--- src/rtl/revo_pkg.sv ---
`default_nettype none

package revo_pkg;

	// ------------------------------------------------------------------------
	// channel and history geometry
	// ------------------------------------------------------------------------
	localparam int channels = 4;
	localparam int stream_width = 16;
	// recent window, newest samples
	localparam int max_duration = 8;
	// older window takes what is left of the history
	localparam int older_width = stream_width - max_duration;
	localparam int sync_stages = 3;
	localparam int count_width = 16;

	// wishbone geometry
	localparam int wb_addr_width = 3;
	localparam int wb_data_width = 32;

	typedef logic [stream_width-1:0] stream_t;
	typedef logic [channels-1:0] channel_mask_t;
	typedef logic [count_width-1:0] count_t;
	typedef logic [wb_addr_width-1:0] wb_addr_t;
	typedef logic [wb_data_width-1:0] wb_data_t;

	// register map, word addresses
	localparam wb_addr_t addr_control = 3'd0;
	localparam wb_addr_t addr_seen = 3'd1;
	// one counter per channel from here up
	localparam wb_addr_t addr_count_base = 3'd2;

	// frame phases, taken in this order
	typedef enum logic [1:0] {
		phase_sample,
		phase_reduce,
		phase_arm,
		phase_veto
	} frame_phase_t;

endpackage

`default_nettype wire
--- src/rtl/revo_marker_top.sv ---
`timescale 1ns/1ns
`default_nettype none

module revo_marker_top (
	input wire clock,
	input wire reset,
	input wire revo_pkg::channel_mask_t revo_in,
	output revo_pkg::channel_mask_t marker_out,
	input wire wb_cyc,
	input wire wb_stb,
	input wire wb_we,
	input wire revo_pkg::wb_addr_t wb_adr,
	input wire revo_pkg::wb_data_t wb_write_data,
	output revo_pkg::wb_data_t wb_read_data,
	output logic wb_ack
);

	revo_pkg::channel_mask_t synced;
	revo_pkg::frame_phase_t phase;
	revo_pkg::channel_mask_t decision;

	// synchronizers and the shared frame phase
	marker_input_front marker_input_front_inst (
		.clock(clock),
		.reset(reset),
		.revo_in(revo_in),
		.synced(synced),
		.phase(phase)
	);

	// ------------------------------------------------------------------------
	// one qualifier per channel
	// ------------------------------------------------------------------------
	for (genvar ch = 0; ch < revo_pkg::channels; ch++) begin : gen_qualifier
		marker_qualifier marker_qualifier_inst (
			.clock(clock),
			.reset(reset),
			.sample(synced[ch]),
			.phase(phase),
			.decision(decision[ch])
		);
	end

	// masking, counting and the register interface
	marker_collector marker_collector_inst (
		.clock(clock),
		.reset(reset),
		.decision(decision),
		.marker_out(marker_out),
		.wb_cyc(wb_cyc),
		.wb_stb(wb_stb),
		.wb_we(wb_we),
		.wb_adr(wb_adr),
		.wb_write_data(wb_write_data),
		.wb_read_data(wb_read_data),
		.wb_ack(wb_ack)
	);

endmodule

`default_nettype wire

--- src/rtl/marker_collector.sv ---
`timescale 1ns/1ns
`default_nettype none

module marker_collector (
	input wire clock,
	input wire reset,
	input wire revo_pkg::channel_mask_t decision,
	output revo_pkg::channel_mask_t marker_out,
	input wire wb_cyc,
	input wire wb_stb,
	input wire wb_we,
	input wire revo_pkg::wb_addr_t wb_adr,
	input wire revo_pkg::wb_data_t wb_write_data,
	output revo_pkg::wb_data_t wb_read_data,
	output logic wb_ack
);

	revo_pkg::channel_mask_t enable_mask;
	revo_pkg::channel_mask_t seen;
	revo_pkg::channel_mask_t masked;
	revo_pkg::channel_mask_t rise;
	revo_pkg::channel_mask_t write_bits;
	revo_pkg::count_t counters [revo_pkg::channels];
	logic write_strobe;

	// ------------------------------------------------------------------------
	// marker path
	// ------------------------------------------------------------------------
	assign masked = decision & enable_mask;
	// marker_out is last cycle's masked decision
	assign rise = masked & ~marker_out;

	always_ff @(posedge clock) begin
		if (reset) begin
			marker_out <= '0;
		end else begin
			marker_out <= masked;
		end
	end

	// ------------------------------------------------------------------------
	// wishbone slave
	// ------------------------------------------------------------------------
	// one cycle of latency, ack drops after a single cycle
	always_ff @(posedge clock) begin
		if (reset) begin
			wb_ack <= 1'b0;
		end else begin
			wb_ack <= wb_cyc & wb_stb & ~wb_ack;
		end
	end

	// writes land on the ack cycle
	assign write_strobe = wb_ack & wb_cyc & wb_stb & wb_we;
	assign write_bits = wb_write_data[revo_pkg::channels-1:0];

	always_ff @(posedge clock) begin
		if (reset) begin
			enable_mask <= '1;
		end else if (write_strobe && wb_adr == revo_pkg::addr_control) begin
			enable_mask <= write_bits;
		end
	end

	// a new edge wins over a clear in the same cycle
	always_ff @(posedge clock) begin
		if (reset) begin
			seen <= '0;
		end else if (write_strobe && wb_adr == revo_pkg::addr_seen) begin
			seen <= (seen & ~write_bits) | rise;
		end else begin
			seen <= seen | rise;
		end
	end

	// per channel counters, any write clears
	always_ff @(posedge clock) begin
		if (reset) begin
			for (int i = 0; i < revo_pkg::channels; i++) begin
				counters[i] <= '0;
			end
		end else begin
			for (int i = 0; i < revo_pkg::channels; i++) begin
				if (write_strobe &&
					wb_adr == revo_pkg::wb_addr_t'(revo_pkg::addr_count_base + i)) begin
					counters[i] <= revo_pkg::count_t'(rise[i]);
				end else begin
					counters[i] <= counters[i] + revo_pkg::count_t'(rise[i]);
				end
			end
		end
	end

	// read mux, unmapped addresses give zero
	always_comb begin
		wb_read_data = '0;
		if (wb_adr == revo_pkg::addr_control) begin
			wb_read_data = revo_pkg::wb_data_t'(enable_mask);
		end else if (wb_adr == revo_pkg::addr_seen) begin
			wb_read_data = revo_pkg::wb_data_t'(seen);
		end else begin
			for (int i = 0; i < revo_pkg::channels; i++) begin
				if (wb_adr == revo_pkg::wb_addr_t'(revo_pkg::addr_count_base + i)) begin
					wb_read_data = revo_pkg::wb_data_t'(counters[i]);
				end
			end
		end
	end

endmodule

`default_nettype wire

--- src/rtl/marker_qualifier.sv ---
`timescale 1ns/1ns
`default_nettype none

module marker_qualifier (
	input wire clock,
	input wire reset,
	input wire sample,
	input wire revo_pkg::frame_phase_t phase,
	output logic decision
);

	revo_pkg::stream_t history;
	logic [revo_pkg::older_width-1:0] older;
	logic [revo_pkg::max_duration-1:0] recent;
	logic older_any;
	logic recent_any;
	logic pending;

	// sample history, newest in bit 0
	always_ff @(posedge clock) begin
		if (reset) begin
			history <= '0;
		end else begin
			history <= {history[revo_pkg::stream_width-2:0], sample};
		end
	end

	// snapshot of both windows once per frame
	always_ff @(posedge clock) begin
		if (phase == revo_pkg::phase_sample) begin
			older <= history[revo_pkg::stream_width-1:revo_pkg::max_duration];
			recent <= history[revo_pkg::max_duration-1:0];
		end
	end

	// ------------------------------------------------------------------------
	// frame sequence
	// ------------------------------------------------------------------------
	// arm on recent activity, veto on older activity, so only a burst
	// after a quiet history survives to the next frame
	always_ff @(posedge clock) begin
		if (reset) begin
			older_any <= 1'b0;
			recent_any <= 1'b0;
			pending <= 1'b0;
			decision <= 1'b0;
		end else begin
			case (phase)
				revo_pkg::phase_sample: begin
					// held for the whole frame
					decision <= pending;
				end
				revo_pkg::phase_reduce: begin
					older_any <= |older;
					recent_any <= |recent;
					pending <= 1'b0;
				end
				revo_pkg::phase_arm: begin
					if (recent_any) begin
						pending <= 1'b1;
					end
				end
				default: begin
					if (older_any) begin
						pending <= 1'b0;
					end
				end
			endcase
		end
	end

endmodule

`default_nettype wire

--- src/rtl/marker_input_front.sv ---
`timescale 1ns/1ns
`default_nettype none

module marker_input_front (
	input wire clock,
	input wire reset,
	input wire revo_pkg::channel_mask_t revo_in,
	output revo_pkg::channel_mask_t synced,
	output revo_pkg::frame_phase_t phase
);

	// ------------------------------------------------------------------------
	// input synchronizers
	// ------------------------------------------------------------------------
	revo_pkg::channel_mask_t sync_chain [revo_pkg::sync_stages];

	always_ff @(posedge clock) begin
		if (reset) begin
			for (int i = 0; i < revo_pkg::sync_stages; i++) begin
				sync_chain[i] <= '0;
			end
		end else begin
			// stage 0 is the only flop that sees the raw input
			sync_chain[0] <= revo_in;
			for (int i = 1; i < revo_pkg::sync_stages; i++) begin
				sync_chain[i] <= sync_chain[i-1];
			end
		end
	end

	assign synced = sync_chain[revo_pkg::sync_stages-1];

	// ------------------------------------------------------------------------
	// frame sequencer
	// ------------------------------------------------------------------------
	// free running, shared by every channel so all frames line up
	always_ff @(posedge clock) begin
		if (reset) begin
			phase <= revo_pkg::phase_sample;
		end else begin
			case (phase)
				revo_pkg::phase_sample: begin
					phase <= revo_pkg::phase_reduce;
				end
				revo_pkg::phase_reduce: begin
					phase <= revo_pkg::phase_arm;
				end
				revo_pkg::phase_arm: begin
					phase <= revo_pkg::phase_veto;
				end
				default: begin
					phase <= revo_pkg::phase_sample;
				end
			endcase
		end
	end

endmodule

`default_nettype wire

--- config.mk ---
export PLATFORM = sky130hd
export DESIGN_NAME = revo_marker_top
export DESIGN_NICKNAME = d
export VERILOG_FILES = /design/src/rtl/revo_pkg.sv /design/src/rtl/revo_marker_top.sv /design/src/rtl/marker_collector.sv /design/src/rtl/marker_qualifier.sv /design/src/rtl/marker_input_front.sv
export SDC_FILE = /design/constraint.sdc
export NUM_CORES = 1
export LEC_CHECK = 0
export BUFFER_PORTS_ARGS = -buffer_cell sky130_fd_sc_hd__buf_4
export CORE_MARGIN = 2
export CORE_UTILIZATION = 45
export CTS_CLUSTER_DIAMETER = 120
export CTS_CLUSTER_SIZE = 8
export DETAILED_ROUTE_END_ITERATION = 8
export GPL_TIMING_DRIVEN = 0
export REMOVE_ABC_BUFFERS = 1
export SKIP_CTS_REPAIR_TIMING = 1
export SLEW_MARGIN = 20
export SYNTH_ARGS = -nofsm -noshare
export SYNTH_HDL_FRONTEND = slang
export SYNTH_SLANG_ARGS = --single-unit
--- constraint.sdc ---
create_clock -name clock -period 3.15 [get_ports clock]
set_clock_uncertainty 0.05 [all_clocks]
set_input_delay 0.63 -clock clock [delete_from_list [all_inputs] [get_ports clock]]
set_output_delay 0.63 -clock clock [all_outputs]
set_load 0.005 [all_outputs]
* Word-level counts from Yosys, hierarchy flattened
Memories as Yosys holds them, arrays and structs flattened. A register that Yosys moved wholly into a read port is not among the register bits. Index checks and enable logic that the tools add are counted.
Word-level totals: flip-flop bits (word level) 159, RAM bits 76, input bits 44, output and inout bits 37, logic and storage cells 157, memories kept 2
Operators by class: add/subtract/negate cells 4, eq/ne operators 11, muxes and demuxes 58, bitwise gates (word level) 25, reductions and logical operators 24
Memories:
- marker_collector_inst.counters | depth 4, width 16, rd ports 4, clocked after Yosys merged registers in 0, wr ports 4, line marker_collector.sv:23 | revo_pkg::count_t counters [revo_pkg::channels];
- marker_input_front_inst.sync_chain | depth 3, width 4, rd ports 3, clocked after Yosys merged registers in 1, wr ports 3, line marker_input_front.sv:15 | revo_pkg::channel_mask_t sync_chain [revo_pkg::sync_stages];
Operator list (number):
- 16-bit 2-to-1 mux | 12
- 16-bit by 1-bit adder with 16-bit output | 4
- 32-bit 2-to-1 mux | 2
- 8-bit OR reduction | 8
- 1-bit 2-to-1 mux | 35
- 4-bit 2-to-1 mux | 4
- 4-bit AND | 3
- 1-bit case mux with 3 select lines | 4
- 3-bit AND reduction | 4
- 3-bit nonzero test | 4
- 1-bit bitwise OR | 11
- 2-bit by 1-bit inequality test with 1-bit output, second input constant | 4
- 4-bit inverter | 2
- 4-bit bitwise OR | 2
- 3-bit by 2-bit equality test with 1-bit output, second input constant | 2
- 3-bit equality test, second input constant | 2
- 1-bit logical AND | 6
- 2-bit case mux with 3 select lines | 1
- 1-bit AND | 5
- 3-bit by 1-bit equality test with 1-bit output, second input constant | 1
- 3-bit logical NOT | 1
- 2-bit by 1-bit equality test with 1-bit output, second input constant | 1
- 2-bit equality test, second input constant | 1
- 2-bit logical NOT | 1
- 1-bit inverter | 2

* Longest topological paths before layout
Gate-level depths: netlist of run 1.
word-level depth 9, depth in mapped cells 8, gate-level depth less buffers 8

* By module
From an unflattened synthesis of run 1, not the netlist that was laid out.
Second synthesis, totals: cells, all modules 794, area, all modules 9429.0 um^2
Modules (own cells, without submodules):
- marker_collector | instances 1, cells each 467, area each 4585.6 um^2, sequential area each 2182.1 um^2
- marker_qualifier | instances 4, cells each 72, area each 1094.8 um^2, sequential area each 880.8 um^2
- marker_input_front | instances 1, cells each 39, area each 464.2 um^2, sequential area each 280.3 um^2

* Worst setup path after synthesis of run 1
No wires, ideal clock.
path type register -> register, from register marker_input_front_inst.phase[0], to register gen_qualifier[3].marker_qualifier_inst.pending, setup time 0.132 ns, arrival 2.691 ns, required time 2.968 ns, slack 0.277 ns, stages on the path, launching flop included 7, path buffers 1, period minus slack after synthesis 2.873 ns, cells stage by stage dfxtp_1 inv_1 ha_1 buf_1 nor2_1 a21oi_1 nor3_1
Between the ends: word-level cells in the longest chain between the ends 3, elaborated cells between the ends (all ways) 8, classes of those cells 3 x eq/ne; 1 x mux; 1 x bitwise; 3 x reduce/logical
RTL lines:
- start, declared | line marker_input_front.sv:9 | output revo_pkg::frame_phase_t phase
- start signal, assigned | line marker_input_front.sv:39 | phase <= revo_pkg::phase_sample;
- start signal, assigned | line marker_input_front.sv:43 | phase <= revo_pkg::phase_reduce;
- start signal, assigned | line marker_input_front.sv:46 | phase <= revo_pkg::phase_arm;
- 2-bit equality test (tied with other cells) | line marker_qualifier.sv:48 | case (phase)
- 2-bit by 1-bit inequality test with 1-bit output (no source line) (tied with other cells)
- 3-bit AND reduction (no source line)
- end signal, assigned | line marker_qualifier.sv:45 | pending <= 1'b0;
- end signal, assigned | line marker_qualifier.sv:56 | pending <= 1'b0;
- end signal, assigned | line marker_qualifier.sv:60 | pending <= 1'b1;
- end, declared | line marker_qualifier.sv:17 | logic pending;
Parallel ways exist; a longest one is shown, timed or not. A chain may end at the register's enable or synchronous reset.

* Worst setup path in the final report of run 1
from input port wb_adr[0], to output port wb_read_data[0]
Between the ends: word-level cells in the longest chain between the ends 7, elaborated cells between the ends (all ways) 12, classes of those cells 5 x eq/ne; 6 x mux; 1 x reduce/logical
RTL lines:
- start, declared | line revo_marker_top.sv:12 | input wire revo_pkg::wb_addr_t wb_adr,
- 3-bit by 2-bit equality test with 1-bit output | line marker_collector.sv:103 | if (wb_adr == revo_pkg::wb_addr_t'(revo_pkg::addr_count_base + i)) begin
- 16-bit 2-to-1 mux (4 in a row) | line marker_collector.sv:103
- 32-bit 2-to-1 mux | line marker_collector.sv:99 | end else if (wb_adr == revo_pkg::addr_seen) begin
- 32-bit 2-to-1 mux (*) | line marker_collector.sv:97 | if (wb_adr == revo_pkg::addr_control) begin
- end, declared | line revo_marker_top.sv:14 | output revo_pkg::wb_data_t wb_read_data,
Every way passes the cells marked *; elsewhere a longest branch is shown, timed or not.

==> results of run 1 <==
layer usage:
metal | up-vias | GRT usage, % | wire (µm)
met2 | 87 | 27.4 | 8450
met4 | 0 | 4.95 | 398
met5 | - | 0 | 0
met3 | 38 | 4.05 | 835
met1 | 2789 | 19.1 | 7230
li1 | 2876 | - | -
sequential cells by signal (all words and copies together) (netlist names):
| name | flops |
|---|---|
| marker_collector_inst.enable_mask | 4 |
| marker_collector_inst.wb_ack | 1 |
| marker_collector_inst.counters | 64 |
| marker_collector_inst.seen | 4 |
| gen_qualifier.marker_qualifier_inst.older_any | 4 |
| marker_input_front_inst.sync_chain | 12 |
| gen_qualifier.marker_qualifier_inst.older | 32 |
| gen_qualifier.marker_qualifier_inst.pending | 4 |
| gen_qualifier.marker_qualifier_inst.history | 64 |
| gen_qualifier.marker_qualifier_inst.recent | 32 |
| gen_qualifier.marker_qualifier_inst.decision | 4 |
| gen_qualifier.marker_qualifier_inst.recent_any | 4 |
| marker_input_front_inst.phase | 2 |
| marker_collector_inst.marker_out | 4 |
through the flow:
step | TNS [ns] | power, µW | util, % | hold WS, ns
floorplan | 0 | 4390 | - | 0.336
global placement | -12.02 | 4640 | 49.3 | 0.339
detailed placement | 0 | 4700 | 49.5 | 0.341
CTS | 0 | 8190 | 54.6 | 0.273
global route | 0 | 8450 | 54.6 | 0.284
finish | 0 | 8070 | 54.6 | 0.286
how the worst max path moves through the flow:
| stage | from | endpoint | slack (ns) | depth (start not counted) |
|---|---|---|---|---|
| floorplan | marker_input_front_inst.phase[0] | gen_qualifier[0].marker_qualifier_inst.pending | 0.40 | 5 |
| global placement | marker_input_front_inst.phase[0] | gen_qualifier[1].marker_qualifier_inst.pending | -0.27 | 5 |
| detailed placement | wb_adr[0] | wb_read_data[0] | 0.36 | 5 |
| CTS | wb_adr[0] | wb_read_data[0] | 0.36 | 5 |
| global route | wb_adr[0] | wb_read_data[3] | 0.30 | 5 |
| finish | wb_adr[0] | wb_read_data[0] | 0.34 | 5 |
report_power, final:
group          internal, µW  switching, µW  total, µW
Combinational           290            460        751
Clock                  2150           1300       3440
Sequential             3710            173       3880
Total                  6140           1930       8070
layout make-up:
cell class	instances	area (µm²)
inverters	12	45.0
repair buffers	37	302
well taps	270	338
clock buffers	60	991
flip-flops and latches	235	5990
fillers	1785	9210
multi-input cells	554	3370
clock inverters	3	57.6
cell families (layout without fill, tap and decap cells):
family                   after synthesis  in the layout  synth area share, %
adder cells (fa/ha/maj)               11             11                 1.47
AO/OA/AOI/OAI                         47             47                 3.38
multiplexers                          41             41                 4.59
flip-flops                           235            235                 64.0
AND/OR/NAND/NOR                      321            321                 18.2
buffers and inverters                 61            112                 3.24
other                                  2             80               0.0803
XOR/XNOR                              54             54                 5.05
worst max-delay path, stage by stage:
cell,delay (ns)
buf_4,0.48
mux4_2,0.57
inv_1,0.07
o22ai_1,0.13
buf_4,0.20
placed cells by master (no fill, tap or decap), types with 2 or more instances in the layout:
cell	Yosys	final
edfxtp_1	128	128
dfxtp_1	107	107
nor2_1	101	101
nor2b_1	82	82
conb_1	2	80
clkbuf_16	0	36
mux2i_1	35	35
buf_4	18	35
xnor2_1	33	33
nor4_1	30	30
nand3_1	28	28
clkbuf_1	25	24
xor2_1	21	21
nand2_1	17	17
nand4_1	17	17
nor3_1	17	17
o22ai_1	15	15
inv_1	12	12
a21oi_1	11	11
ha_1	11	10
a311oi_1	8	8
mux2_2	5	5
nand2b_1	4	4
a22oi_1	4	4
and4_1	4	4
and3_1	4	4
a211o_1	4	4
o21ai_0	3	3
or3_1	3	3
or2_2	3	3
nand4b_1	2	2
and2_1	2	2
==> flow_summary.json, run 1 <==
{
  "fin_area_um2": 11100,
  "die_width_um": 148,
  "synth.largest_area_cell": "edfxtp_1",
  "clockRootBuffer": "clkbuf_16",
  "clk_path_buf_depth": 3,
  "setup_slack_ns": 0.340,
  "max-vdd-ir-drop_uv": 529,
  "synthArstFlopShare_pct": 0,
  "path_class": "in2out",
  "grt_pass1_wl_um": 27800,
  "crit_path_end_kind": "primary output",
  "grt_pass1_vias": 5675,
  "cap_violations": 0,
  "synth_edf_count": 128,
  "power_density_nw_per_um2": 728,
  "seq_area_frac_synth_pct": 64.0,
  "reg2reg_to": "marker_collector_inst.counters[0][62]",
  "hold_depth": 2,
  "relSlewSlack_pct": 45.6,
  "cp.arrival_ns": 2.13,
  "hold_viol_final": 0,
  "htree_levels": 2,
  "num_io_pins": 81,
  "grt_max_degree": 116,
  "fp-row-count": 52,
  "vias": 5790,
  "wl_um": 16900,
  "grt_usage_pct": 15.7,
  "routabilityCongestion": 0.736,
  "drtIter0Drc": 304,
  "holdCritStartpoint": "revo_in[3]",
  "antenna_found_initial": 0,
  "r2r_cells": 8,
  "period_share_pct": 89.2,
  "yosysWarnings": 0,
  "syn_area_um2": 9360,
  "synth_most_common_cell": "edfxtp_1",
  "synthCells": 772,
  "start_util_pct": 46.1,
  "ff2ff_setup_slack_ns": 0.84,
  "worst_pin_slew_ns": 0.816,
  "synthTopCellsByCount": "edfxtp_1, dfxtp_1, nor2_1",
  "cts_tree": "built",
  "hold_class": "in2reg",
  "first_pass_iters": 4,
  "rsz0062_at_grt": "false",
  "core_um2": 20300,
  "ys_seq_elements": 235,
  "worstSetupStartpointType": "input port",
  "worstPathMaxFanout": 41,
  "drcViolationCount": 0,
  "yosys-top-cells-area": "edfxtp_1, dfxtp_1, nor2b_1",
  "reg2reg_from": "marker_collector_inst.enable_mask[3]",
  "ant_nets": 0,
  "hpwl_um": 11100,
  "dp_worst_setup_slack_ns": 0.359,
  "whs_endpoint": "marker_input_front_inst.sync_chain[0][3]",
  "nNetsFinal": 930,
  "area_growth_pct": 18.5,
  "viasPerCell": 4.94,
  "drv_slew": 0,
  "die-area_um2": 22000,
  "period_needed_ns": 2.81,
  "routedWlPerCell_um": 14.4,
  "fin_cells": 1171,
  "fmax_ghz": 0.356,
  "die_h_um": 148,
  "synth_area_per_cell_um2": 12.1,
  "numCtsBuffers": 35,
  "clkTransAtPathRegs_ns": 0.05,
  "dp.cells": 1108,
  "status": "finished, final reports clean",
  "clock_sinks": 235,
  "grt.overflow.total": 0,
  "synth_flop_cell": "edfxtp_1",
  "setup_viol": 0,
  "crit_required_ns": 2.47,
  "synth_cell_types": 43,
  "p_leak_uw": 0.00419,
  "synth.top_cell.area_share_pct": 41.1,
  "placed_area_um2": 10000,
  "drive_above_1_share_pct": 9.99,
  "clock_latency_ns": 0.50,
  "diodes": 0,
  "io_buffers": 36
}
No activity file was read; power rests on OpenSTA's default activity.
==> inputs of run 2 (changes only) <==
- ABC_AREA: default -> 1
- CAP_MARGIN: default -> 40
==> run 2 against run 1 <==
Compared with the run above: routed wire length up 19%; sequential cell count is the same; worst setup slack improved by 0.0054 ns; highest routed layer unchanged; count of clock-buffer cells in the layout unchanged; largest cell class unchanged; combinational power grew 27%; critical path type unchanged; final area rose by 7.3%.
==> flow_summary.json, run 2 <==
{
  "fin_cells": 1550,
  "fmax_ghz": 0.357,
  "core_um2": 22400,
  "cp.arrival_ns": 2.12,
  "synth_cell_types": 39,
  "routabilityCongestion": 0.847,
  "viasPerCell": 4.69,
  "dp_worst_setup_slack_ns": 0.298,
  "synth_most_common_cell": "nor2_1",
  "worstPathCellList": "buf_4 -> inv_2 -> nor3_4 -> nand2_1 -> nand3_1 -> nor2_1 -> nor2_1 -> buf_4",
  "critPathSlowestCell": "nor3_4",
  "crit_path_end_kind": "primary output",
  "final_util_pct": 53.1,
  "die_width_um": 154,
  "synth_flop_cell": "edfxtp_1",
  "ys_seq_elements": 235,
  "clk_path_buf_depth": 3,
  "pwr-share-comb_pct": 11.5,
  "first_pass_iters": 5,
  "final_common_cell": "nor2_1",
  "intPower_uw": 6210,
  "synth_area_per_cell_um2": 9.05,
  "synthTopCellsByCount": "nor2_1, inv_1, nand2_1",
  "die_h_um": 154,
  "hold_viol_final": 0,
  "grt.overflow.total": 0,
  "synth.top_cell.area_share_pct": 37.7,
  "drv_slew": 0,
  "p_leak_uw": 0.00500,
  "antenna_found_initial": 0,
  "grt_usage_pct": 17.2,
  "synthCells": 1126,
  "synth_edf_count": 128,
  "hpwl_um": 13900,
  "setup_slack_ns": 0.345,
  "seq_area_frac_synth_pct": 58.8,
  "drtIter0Drc": 456,
  "nFillCells": 2142,
  "grt_pass1_wl_um": 33200,
  "dp.cells": 1486,
  "clock_sinks": 235,
  "setup_viol": 0,
  "grt_pass1_vias": 6944,
  "fp-row-count": 55,
  "hold_class": "in2reg",
  "num_io_pins": 81,
  "syn_area_um2": 10200,
  "synthArstFlopShare_pct": 0,
  "whs_ns": 0.279,
  "worstPathMaxFanout": 15,
  "drcViolationCount": 0,
  "htree_levels": 2,
  "yosys-top-cells-area": "edfxtp_1, dfxtp_1, nor2_1",
  "clkTransAtPathRegs_ns": 0.05,
  "final_cell_mix": "nor2_1, inv_1, nand2_1",
  "wl_um": 20100,
  "drive_above_1_share_pct": 10.7,
  "period_share_pct": 89.0,
  "rsz0062_at_grt": "false",
  "pwr-share-clk_pct": 41.2,
  "ant_nets": 0,
  "synth.largest_area_cell": "edfxtp_1",
  "p_sw_share_pct": 25.5,
  "relSlewSlack_pct": 48.1,
  "routedWlPerCell_um": 12.9,
  "power_density_nw_per_um2": 700,
  "crit_required_ns": 2.47,
  "die-area_um2": 23900,
  "reg_top3": "gen_qualifier.marker_qualifier_inst.history: 64 flops, marker_collector_inst.counters: 64 flops",
  "status": "finished, final reports clean",
  "start_util_pct": 45.4,
  "worstSetupStartpointType": "input port",
  "worst_pin_slew_ns": 0.778,
  "yosysWarnings": 0,
  "path_class": "in2out",
  "clock_latency_ns": 0.51,
  "vias": 7267,
  "max-vdd-ir-drop_uv": 620,
  "numCtsBuffers": 35,
  "area_growth_pct": 16.9,
  "switchingPower_uw": 2130,
  "grt_max_degree": 75,
  "nNetsFinal": 1293,
  "cap_violations": 0,
  "io_buffers": 36,
  "cts_tree": "built",
  "slowest_delay_ns": 0.55,
  "clockRootBuffer": "clkbuf_16",
  "setup_tns_ns": 0,
  "diodes": 0,
  "period_needed_ns": 2.80,
  "power_frac_seq_pct": 47.3
}
==> run 2: stage by stage <==
stage                     instance area, µm²  total power, µW
after global placement                 10800             4920
after CTS                              11900             8460
after detailed placement               10900             4970
after global routing                   11900             8760
final                                  11900             8340
after floorplan                        10200             4590
==> run 2: power groups by stage <==
stage / Sequential [µW] / Clock (µW) / Combinational [µW]
after floorplan: 3960 / 0 / 629
after global placement: 4030 / 0 / 893
after detailed placement: 4000 / 0 / 968
after CTS: 3950 / 3540 / 974
after global routing: 4000 / 3670 / 1100
final: 3940 / 3440 / 955
==> run 2: path summary, 6_finish.rpt <==
| path | startpoint | end | slack, ns | depth (start not counted) |
|---|---|---|---|---|
| max | wb_adr[2] | wb_read_data[1] | 0.35 | 8 |
| min | revo_in[3] | marker_input_front_inst.sync_chain[0][3] | 0.28 | 3 |
| max reg2reg | marker_collector_inst.enable_mask[2] | marker_collector_inst.counters[0][46] | 0.73 | 9 |
| min reg2reg | marker_input_front_inst.sync_chain[2][2] | gen_qualifier[2].marker_qualifier_inst.history[0] | 0.35 | 2 |
==> run 2: kinds of logic after synthesis <==
kind of cell    synth area share [%]
fa+ha+maj                       1.35
other cells                   0.0737
compound gates                  7.19
buf+inv                         9.99
simple gates                    22.3
xor+xnor                       0.344
flops                           58.8
==> run 2: metal layers <==
metal | vias to the layer above | wire [µm] | GRT usage, %
met5 | - | 0 | 0
met4 | 0 | 418 | 5.47
met3 | 37 | 946 | 3.25
met2 | 128 | 9630 | 30.0
met1 | 3339 | 9070 | 21.7
li1 | 3763 | - | -
==> run 2: worst max-delay path, delay by kind of cell <==
kind / cells / cell delay [ns]
simple gates: 5 / 1.06
buf+inv: 3 / 0.42
==> run 2: area by class of cell <==
type	instances	area (µm²)	share of cell area [%]
clock buffers	60	970	8.15
clock inverters	4	56.3	0.473
inverters	191	719	6.04
multi-input cells	737	3490	29.3
flip-flops and latches	235	5990	50.3
well taps	285	357	3.00
repair buffers	38	325	2.73
